--- config.mk ---
export PLATFORM = sky130hd
export DESIGN_NAME = psx_slot_hub
export DESIGN_NICKNAME = d
export VERILOG_FILES = /design/src/psx_bus_pkg.sv /design/src/psx_state_pkg.sv /design/src/psx_port_scanner.sv /design/src/psx_slot_hub.sv /design/src/psx_slot_mux.sv /design/src/psx_slot_port.sv /design/src/psx_state_ram.sv
export SDC_FILE = /design/constraint.sdc
export NUM_CORES = 1
export LEC_CHECK = 0
export BUFFER_PORTS_ARGS = -buffer_cell sky130_fd_sc_hd__buf_2
export CAP_MARGIN = 40
export CORE_MARGIN = 5
export CORE_UTILIZATION = 60
export DETAILED_ROUTE_END_ITERATION = 8
export PLACE_DENSITY = 0.79
export REMOVE_ABC_BUFFERS = 1
export SLEW_MARGIN = 20
export SYNTH_ARGS = -nofsm -noshare
export SYNTH_HDL_FRONTEND = slang
export SYNTH_HIERARCHICAL = 1
export SYNTH_SLANG_ARGS = --single-unit
--- constraint.sdc ---
create_clock -name clk -period 4.6 [get_ports clk]
set_clock_uncertainty 0.1 [all_clocks]
set_input_delay 0.69 -clock clk [delete_from_list [all_inputs] [get_ports clk]]
set_output_delay 0.69 -clock clk [all_outputs]
set_load 0.02 [all_outputs]
--- src/psx_bus_pkg.sv ---
// slot pin, serial flag and host bus types

package psx_bus_pkg;

    // number of emulated controller slots.
    localparam int num_ports = 4;

    // a slot number.
    typedef logic [1:0] port_t;

    // raw slot pins, one bit per slot in each vector.
    typedef struct packed {
        logic [num_ports-1:0] sel;
        logic [num_ports-1:0] sclk;
        logic [num_ports-1:0] cmd;
    } slot_pins_t;

    // sticky flags and the latched command bit of the selected slot.
    typedef struct packed {
        logic begin_flag;
        logic cmd_avail;
        logic cmd_data;
        logic reply_ready;
    } ssp_status_t;

    // requests from the scanner to the selected slot.
    typedef struct packed {
        logic clear;
        logic reply_data;
        logic reply_strobe;
    } ssp_ctrl_t;

    // host request, held stable until done.
    typedef struct packed {
        port_t      port;
        logic       read;
        logic       write;
        logic [7:0] reply;
    } ppb_req_t;

    // host response, command and index only mean something on a read.
    typedef struct packed {
        logic       done;
        logic [7:0] command;
        logic [4:0] index;
    } ppb_rsp_t;

endpackage

--- src/psx_state_pkg.sv ---
// state memory layout and scanner states

package psx_state_pkg;

    // width of the byte index inside a packet.
    localparam int index_bits = 5;

    // one memory address, two words per port.
    typedef struct packed {
        psx_bus_pkg::port_t port;
        logic               word;
    } state_addr_t;

    // command word, index and bit_count together form one byte counter.
    typedef struct packed {
        logic [index_bits-1:0] index;
        logic [2:0]            bit_count;
        logic [7:0]            shift;
    } cmd_word_t;

    // reply word, spare_bit stays zero and feeds the top of the shifter.
    typedef struct packed {
        logic [6:0] spare;
        logic       valid;
        logic       spare_bit;
        logic [6:0] bits;
    } reply_word_t;

    // word select values.
    localparam logic word_cmd   = 1'b1;
    localparam logic word_reply = 1'b0;

    typedef enum logic [2:0] {
        visit       = 3'd0,
        zero_count  = 3'd1,
        zero_reply  = 3'd2,
        shift_cmd   = 3'd3,
        shift_reply = 3'd4,
        load_reply  = 3'd5,
        load_cmd    = 3'd6
    } scan_state_t;

endpackage

--- src/psx_port_scanner.sv ---
// port scanner and host handshake

module psx_port_scanner (
    input  logic                               clk,
    input  logic                               reset,
    input  psx_bus_pkg::ssp_status_t           status,
    input  psx_bus_pkg::ppb_req_t              req,
    output psx_bus_pkg::port_t                 cur_port,
    output psx_bus_pkg::ssp_ctrl_t             ctrl,
    output psx_state_pkg::state_addr_t         mem_addr,
    output logic                               mem_wr,
    output logic [15:0]                        mem_wdata,
    input  logic [15:0]                        mem_rdata,
    output logic [psx_bus_pkg::num_ports-1:0]  irq_flags,
    output psx_bus_pkg::ppb_rsp_t              rsp
);

    psx_state_pkg::scan_state_t state;
    psx_state_pkg::scan_state_t next_visit;
    psx_state_pkg::cmd_word_t   cmd_rd;
    psx_state_pkg::cmd_word_t   cmd_wr;
    psx_state_pkg::reply_word_t rep_rd;
    psx_state_pkg::reply_word_t rep_wr;
    psx_bus_pkg::port_t         next_port;
    logic                       raise_irq;

    // word each state works on.
    function automatic logic word_of(psx_state_pkg::scan_state_t s);
        case (s)
            psx_state_pkg::zero_reply,
            psx_state_pkg::shift_reply,
            psx_state_pkg::load_reply: return psx_state_pkg::word_reply;
            default:                   return psx_state_pkg::word_cmd;
        endcase
    endfunction

    ////////////////////
    // event selection
    ////////////////////

    // host requests come first, then the slot flags in packet order.
    always_comb begin
        if (req.write) begin
            next_visit = psx_state_pkg::load_reply;
        end else if (req.read) begin
            next_visit = psx_state_pkg::load_cmd;
        end else if (status.begin_flag) begin
            next_visit = psx_state_pkg::zero_count;
        end else if (status.cmd_avail) begin
            next_visit = psx_state_pkg::shift_cmd;
        end else if (status.reply_ready) begin
            next_visit = psx_state_pkg::shift_reply;
        end else begin
            next_visit = psx_state_pkg::visit;
        end
    end

    assign next_port = cur_port + 2'd1;
    assign cmd_rd    = mem_rdata;
    assign rep_rd    = mem_rdata;

    ////////////////////
    // memory and slot control
    ////////////////////

    // in visit the address is set up for the state that follows.
    // a read goes straight to the host's port, a write has already moved
    // cur_port there.
    always_comb begin
        mem_addr.port = cur_port;
        if (state == psx_state_pkg::visit && next_visit == psx_state_pkg::load_cmd) begin
            mem_addr.port = req.port;
        end
        mem_addr.word = word_of(state == psx_state_pkg::visit ? next_visit : state);
    end

    // a command bit enters at the top, the bit count carries into the index.
    always_comb begin
        cmd_wr       = cmd_rd;
        cmd_wr.shift = {status.cmd_data, cmd_rd.shift[7:1]};
        {cmd_wr.index, cmd_wr.bit_count} = {cmd_rd.index, cmd_rd.bit_count} + 1'b1;
    end

    // the stored reply moves down one bit, the zero spare bit fills the top.
    always_comb begin
        rep_wr           = '0;
        rep_wr.valid     = rep_rd.valid;
        rep_wr.bits      = {rep_rd.spare_bit, rep_rd.bits[6:1]};
    end

    always_comb begin
        mem_wr    = 1'b0;
        mem_wdata = '0;
        case (state)
            psx_state_pkg::zero_count,
            psx_state_pkg::zero_reply: mem_wr = 1'b1;
            psx_state_pkg::shift_cmd: begin
                mem_wr    = 1'b1;
                mem_wdata = cmd_wr;
            end
            psx_state_pkg::shift_reply: begin
                mem_wr    = 1'b1;
                mem_wdata = rep_wr;
            end
            psx_state_pkg::load_reply: begin
                // bit 0 goes to the slot now, bits 7 to 1 wait in memory.
                mem_wr    = 1'b1;
                mem_wdata = {7'd0, 1'b1, 1'b0, req.reply[7:1]};
            end
            default: ;
        endcase
    end

    // every slot visit clears the flags, except a pure host access.
    assign ctrl.clear = state == psx_state_pkg::visit &&
                        next_visit != psx_state_pkg::load_reply &&
                        next_visit != psx_state_pkg::load_cmd;
    assign ctrl.reply_data = (state == psx_state_pkg::load_reply) ? req.reply[0] :
                             (state == psx_state_pkg::shift_reply) ? rep_rd.bits[0] : 1'b0;
    assign ctrl.reply_strobe = (state == psx_state_pkg::load_reply) ||
                               (state == psx_state_pkg::shift_reply && rep_rd.valid);

    assign rsp.done    = state == psx_state_pkg::load_reply || state == psx_state_pkg::load_cmd;
    assign rsp.command = cmd_rd.shift;
    assign rsp.index   = cmd_rd.index;

    ////////////////////
    // state machine
    ////////////////////

    always_ff @(posedge clk or posedge reset) begin
        if (reset) begin
            state    <= psx_state_pkg::visit;
            cur_port <= '0;
        end else begin
            case (state)
                psx_state_pkg::visit: begin
                    state <= next_visit;
                    if (next_visit == psx_state_pkg::load_reply) begin
                        cur_port <= req.port;
                    end else if (next_visit == psx_state_pkg::visit) begin
                        cur_port <= next_port;
                    end
                end
                psx_state_pkg::zero_count: state <= psx_state_pkg::zero_reply;
                default: begin
                    state    <= psx_state_pkg::visit;
                    cur_port <= next_port;
                end
            endcase
        end
    end

    // a flag rises when the eighth bit is stored and falls on a host read.
    assign raise_irq = state == psx_state_pkg::shift_cmd && cmd_rd.bit_count == 3'd7;

    always_ff @(posedge clk or posedge reset) begin
        if (reset) begin
            irq_flags <= '0;
        end else begin
            for (int p = 0; p < psx_bus_pkg::num_ports; p++) begin
                if (raise_irq && cur_port == psx_bus_pkg::port_t'(p)) begin
                    irq_flags[p] <= 1'b1;
                end else if (req.read && req.port == psx_bus_pkg::port_t'(p)) begin
                    irq_flags[p] <= 1'b0;
                end
            end
        end
    end

    a_state_legal : assert property (
        @(posedge clk) disable iff (reset)
        state inside {psx_state_pkg::visit, psx_state_pkg::zero_count,
                      psx_state_pkg::zero_reply, psx_state_pkg::shift_cmd,
                      psx_state_pkg::shift_reply, psx_state_pkg::load_reply,
                      psx_state_pkg::load_cmd});

    a_one_request : assert property (
        @(posedge clk) disable iff (reset) !(req.read && req.write));

endmodule

--- src/psx_slot_hub.sv ---
// four-slot controller hub

module psx_slot_hub (
    input  logic                               clk,
    input  logic                               reset,
    input  psx_bus_pkg::slot_pins_t            pins,
    output logic [psx_bus_pkg::num_ports-1:0]  dat,
    output logic [psx_bus_pkg::num_ports-1:0]  dat_en,
    output logic [psx_bus_pkg::num_ports-1:0]  irq_flags,
    input  psx_bus_pkg::ppb_req_t              req,
    output psx_bus_pkg::ppb_rsp_t              rsp
);

    psx_bus_pkg::port_t         cur_port;
    psx_bus_pkg::ssp_ctrl_t     ctrl;
    psx_bus_pkg::ssp_status_t   status;
    psx_state_pkg::state_addr_t mem_addr;
    logic                       mem_wr;
    logic [15:0]                mem_wdata;
    logic [15:0]                mem_rdata;

    // slot front ends feed the scanner one port at a time.
    psx_slot_mux u_mux (
        .clk      (clk),
        .reset    (reset),
        .pins     (pins),
        .cur_port (cur_port),
        .ctrl     (ctrl),
        .status   (status),
        .dat      (dat),
        .dat_en   (dat_en)
    );

    psx_state_ram u_ram (
        .clk   (clk),
        .addr  (mem_addr),
        .wr    (mem_wr),
        .wdata (mem_wdata),
        .rdata (mem_rdata)
    );

    psx_port_scanner u_scanner (
        .clk       (clk),
        .reset     (reset),
        .status    (status),
        .req       (req),
        .cur_port  (cur_port),
        .ctrl      (ctrl),
        .mem_addr  (mem_addr),
        .mem_wr    (mem_wr),
        .mem_wdata (mem_wdata),
        .mem_rdata (mem_rdata),
        .irq_flags (irq_flags),
        .rsp       (rsp)
    );

endmodule

--- src/psx_slot_mux.sv ---
// four slots on one serial flag bus

module psx_slot_mux (
    input  logic                                 clk,
    input  logic                                 reset,
    input  psx_bus_pkg::slot_pins_t              pins,
    input  psx_bus_pkg::port_t                   cur_port,
    input  psx_bus_pkg::ssp_ctrl_t               ctrl,
    output psx_bus_pkg::ssp_status_t             status,
    output logic [psx_bus_pkg::num_ports-1:0]    dat,
    output logic [psx_bus_pkg::num_ports-1:0]    dat_en
);

    psx_bus_pkg::ssp_status_t slot_status [psx_bus_pkg::num_ports];
    psx_bus_pkg::ssp_ctrl_t   slot_ctrl   [psx_bus_pkg::num_ports];

    // only the slot under the scanner sees clear and strobe.
    // the other slots keep their flags until their own visit.
    generate
        for (genvar i = 0; i < psx_bus_pkg::num_ports; i++) begin : g_slot
            assign slot_ctrl[i] = (cur_port == psx_bus_pkg::port_t'(i)) ? ctrl : '0;

            psx_slot_port u_port (
                .clk    (clk),
                .reset  (reset),
                .sel    (pins.sel[i]),
                .sclk   (pins.sclk[i]),
                .cmd    (pins.cmd[i]),
                .ctrl   (slot_ctrl[i]),
                .status (slot_status[i]),
                .dat    (dat[i]),
                .dat_en (dat_en[i])
            );
        end
    endgenerate

    // multiplexing while still serial leaves one copy of the byte logic.
    assign status = slot_status[cur_port];

endmodule

--- src/psx_slot_port.sv ---
// single slot front end

module psx_slot_port (
    input  logic                     clk,
    input  logic                     reset,
    input  logic                     sel,
    input  logic                     sclk,
    input  logic                     cmd,
    input  psx_bus_pkg::ssp_ctrl_t   ctrl,
    output psx_bus_pkg::ssp_status_t status,
    output logic                     dat,
    output logic                     dat_en
);

    logic [1:0] sel_sync;
    logic [1:0] sclk_sync;
    logic [1:0] cmd_sync;
    logic       sel_prev;
    logic       sclk_prev;
    logic       sel_fall;
    logic       sclk_rise;
    logic       sclk_fall;
    logic       begin_flag;
    logic       cmd_avail;
    logic       cmd_data;
    logic       reply_ready;
    logic       reply_buf;

    ////////////////////
    // synchronizers and edge registers
    ////////////////////

    // select and clock idle high, so they come out of reset high.
    // this keeps a spurious edge from showing right after reset.
    always_ff @(posedge clk or posedge reset) begin
        if (reset) begin
            sel_sync  <= 2'b11;
            sclk_sync <= 2'b11;
            sel_prev  <= 1'b1;
            sclk_prev <= 1'b1;
        end else begin
            sel_sync  <= {sel_sync[0], sel};
            sclk_sync <= {sclk_sync[0], sclk};
            sel_prev  <= sel_sync[1];
            sclk_prev <= sclk_sync[1];
        end
    end

    // the command line travels through the same two stages as the clock.
    always_ff @(posedge clk) begin
        cmd_sync <= {cmd_sync[0], cmd};
    end

    assign sel_fall  = sel_prev & ~sel_sync[1];
    assign sclk_rise = ~sclk_prev & sclk_sync[1];
    assign sclk_fall = sclk_prev & ~sclk_sync[1];

    ////////////////////
    // sticky flags
    ////////////////////

    // a new edge wins over a clear in the same cycle, so no event is lost.
    // dat_en drops for as long as select is high.
    always_ff @(posedge clk or posedge reset) begin
        if (reset) begin
            begin_flag  <= 1'b0;
            cmd_avail   <= 1'b0;
            reply_ready <= 1'b0;
            dat_en      <= 1'b0;
        end else begin
            if (sel_fall) begin
                begin_flag <= 1'b1;
            end else if (ctrl.clear) begin
                begin_flag <= 1'b0;
            end
            if (sclk_rise) begin
                cmd_avail <= 1'b1;
            end else if (ctrl.clear) begin
                cmd_avail <= 1'b0;
            end
            if (sclk_fall) begin
                reply_ready <= 1'b1;
            end else if (ctrl.clear) begin
                reply_ready <= 1'b0;
            end
            if (sel_sync[1]) begin
                dat_en <= 1'b0;
            end else if (ctrl.reply_strobe) begin
                dat_en <= 1'b1;
            end
        end
    end

    ////////////////////
    // data bits
    ////////////////////

    // command bit is taken on the rising clock, the buffered reply bit
    // goes out on the falling clock.
    always_ff @(posedge clk) begin
        if (sclk_rise) begin
            cmd_data <= cmd_sync[1];
        end
        if (ctrl.reply_strobe) begin
            reply_buf <= ctrl.reply_data;
        end
        if (sclk_fall) begin
            dat <= reply_buf;
        end
    end

    assign status = '{begin_flag, cmd_avail, cmd_data, reply_ready};

    // the driver must stay off between packets, whatever the scanner strobes.
    a_no_en_while_sel : assert property (
        @(posedge clk) disable iff (reset) $rose(dat_en) |-> !sel_sync[1]);

endmodule

--- src/psx_state_ram.sv ---
// per-port state memory

module psx_state_ram (
    input  logic                       clk,
    input  psx_state_pkg::state_addr_t addr,
    input  logic                       wr,
    input  logic [15:0]                wdata,
    output logic [15:0]                rdata
);

    // two words per port, command word and reply word.
    logic [15:0] mem [8];

    // read address held one cycle, so the data shows in the cycle after
    // the address was presented.
    psx_state_pkg::state_addr_t addr_q;

    ////////////////////
    // write and address register
    ////////////////////

    always_ff @(posedge clk) begin
        if (wr) begin
            mem[addr] <= wdata;
        end
        addr_q <= addr;
    end

    // read side is unregistered behind the address register.
    assign rdata = mem[addr_q];

endmodule

==> flow_metrics.tcl <==
set metrics [dict create \
    ir_drop_mv 0.305 \
    place_inst 667 \
    worst_pin_slew_ns 0.813 \
    p_per_area_nw_per_um2 697 \
    dpl_worst_slack_ns 1.21 \
    avgSynthCellArea_um2 17.5 \
    slew_viol_final 0 \
    met1_usage_pct 25.9 \
    start_kind "flop" \
    final_net_count 546 \
    yosys.area.top_type "edfxtp_1" \
    dieArea_um2 16200 \
    die_h_um 127 \
    drc 0 \
    ys_ff_latch 200 \
    finalNonFillerCells 703 \
    drive_gt1_share_pct 32.1 \
    post_cts_buffers 0 \
    fin_crit_sh_pct 75.2 \
    wl_per_cell_um 22.4 \
    drv_cap 0 \
    cp-end-kind "flop" \
    setup_viol 0 \
    crit_type "flop to flop" \
    critPathMaxFanout 24 \
    cts_buffers 17 \
    ios 52 \
    clock_path_buffers 2 \
    core_um2 13400 \
    yosysUniqueCellTypes 50 \
    via_per_inst 6.00 \
    layout_setup_ws_ns 1.14 \
    cts_tree "done" \
    antenna_found_initial 0 \
    grt_pass1_wl_mm 24.9 \
    async_flop_share_pct 24.5 \
    total_power_mw 6.40 \
    first_iter_violations 341 \
    row_count 42 \
    finalWeightedCongestion 0.821 \
    cp.arrival_ns 3.51 \
    n_antenna_cell 0 \
    yosysWarningCount 6 \
    rsz0062_at_grt "false" \
    synth_edf_count 140 \
    drtPass1Iterations 5 \
    synthFlopType "edfxtp_1" \
    postSynthCellCount 472 \
    first_global_vias 4526 \
    htreeDepth 4 \
    initial_core_util_pct 61.7 \
    root_buffer "clkbuf_16" \
    fp.dieW_um 127 \
    grt_util_met2_pct 34.7 \
    synth_top_area_share_pct 50.9 \
    fmax_mhz 289 \
    outcome "finished clean" \
    tns_ns 0 \
    io_buffers 51 \
    netlist_area_um2 8260 \
    final-hold-violation-count 0 \
    met3_usage_pct 4.76 \
    vias 4221 \
    cts-resized-gates 0 \
    synth_area_leaders "edfxtp_1 51%, mux4_1 8.9%, dfstp_2 7.6%, dfrtp_1 7.6%, dfxtp_1 2.7%" \
    grt-busiest-layer "met2" \
    grt_usage_pct 20.7 \
    gr-total-overflow 0 \
    relSlewSlack_pct 45.2 \
    hpwl_mm 10.5 \
    yosysMostFrequentCell "edfxtp_1" \
    cts_sinks 200 \
    syn2layout_area_growth_pct 11.1 \
    cts.clk_slew.worst_paths_ns 0.07 \
    crit_required_ns 4.65 \
    p_leak_nw 3.50 \
    antenna_left 0 \
    min_period_ns 3.46 \
    synth_commonest_cells "140 x edfxtp_1, 29 x buf_4, 28 x mux4_1" \
    wl_mm 15.7 \
    grt_max_degree 25 \
    clk_latency_ns 0.43 \
    seq_area_frac_synth_pct 68.7 \
    cts_hold_buf 0 \
    rr_worst_depth 5 \
    hold_class "input pin to async pin" \
]
[per-stage QoR]
stage | util (%) | hold slack, ns | instance area, um^2
detailed placement | 63.9 | 0.212 | 8560
floorplan | - | 0.210 | 7920
finish | 68.5 | 0.173 | 9180
CTS | 68.4 | 0.175 | 9160
global placement | 63.5 | 0.211 | 8510
global route | 68.5 | 0.187 | 9180
[placed cells by master, fill, tap and decap left out, types with 10 or more instances in the layout]
cell / n
edfxtp_1: 140
buf_2: 54
mux4_1: 28
dfrtp_1: 25
nor2_1: 24
dfstp_2: 24
clkbuf_16: 20
nand2_1: 17
mux2_2: 16
inv_1: 15
buf_4: 14
dfxtp_1: 11
o21ai_0: 10
[cell type report]
type,instances,area (um^2)
multi-input cells,208,2190
flip-flops and latches,200,5680
clock buffers,23,532
fillers,877,4220
clock inverters,9,71.3
inverters,16,61.3
well taps,176,220
repair buffers,71,423
[state kept, by name (all words and copies together), names as in the netlist, 8 cells and up, named ones only]
signal                         count
u_ram/mem                        128
u_mux/g_slot.u_port/cmd_sync       8
u_mux/g_slot.u_port/sclk_sync      8
u_mux/g_slot.u_port/sel_sync       8
[metal layers]
layer	part of all wire (%)	up-vias
li1	-	1873
met1	39	2155
met2	53	161
met3	5.7	32
met4	2.7	0
met5	0	-
[worst paths after layout]
| kind | endpoint | slack (ns) |
|---|---|---|
| max | u_ram/mem[1][15] | 1.14 |
| max reg2reg | u_ram/mem[1][15] | 1.14 |
| max in group asynchronous | u_mux/g_slot[1].u_port/sel_sync[1] | 3.88 |
| min | u_mux/g_slot[2].u_port/reply_ready | 0.17 |
| min in group clk | u_mux/g_slot[3].u_port/cmd_sync[1] | 0.23 |
| min reg2reg | u_mux/g_slot[3].u_port/cmd_sync[1] | 0.23 |
[power by group]
part           internal [mW]  total [mW]  switching, mW
sequential              2.52        2.75          0.235
combinational          0.916        2.17           1.26
clock                  0.829        1.47          0.646
[cell families (layout without fill, tap and decap cells)]
| logic type | after synthesis | count (layout) | share of synthesized area [%] |
|---|---|---|---|
| and+or+nand+nor | 93 | 93 | 6.99 |
| muxes | 62 | 62 | 14.6 |
| adders and majority gates | 6 | 6 | 0.908 |
| AOI/OAI and AO/OA | 44 | 44 | 3.59 |
| buffers and inverters | 64 | 119 | 4.86 |
| DFF | 200 | 200 | 68.7 |
| xor gates and xnor gates | 3 | 3 | 0.318 |
[critical path, stage by stage (launching register included)]
cell and delay (ns):
dfxtp_1 0.64, buf_4 0.48, mux4_1 0.60, mux2_2 0.32
or4_1 0.53, a21oi_1 0.50
Note: power is estimated with default switching activity, not from simulation.
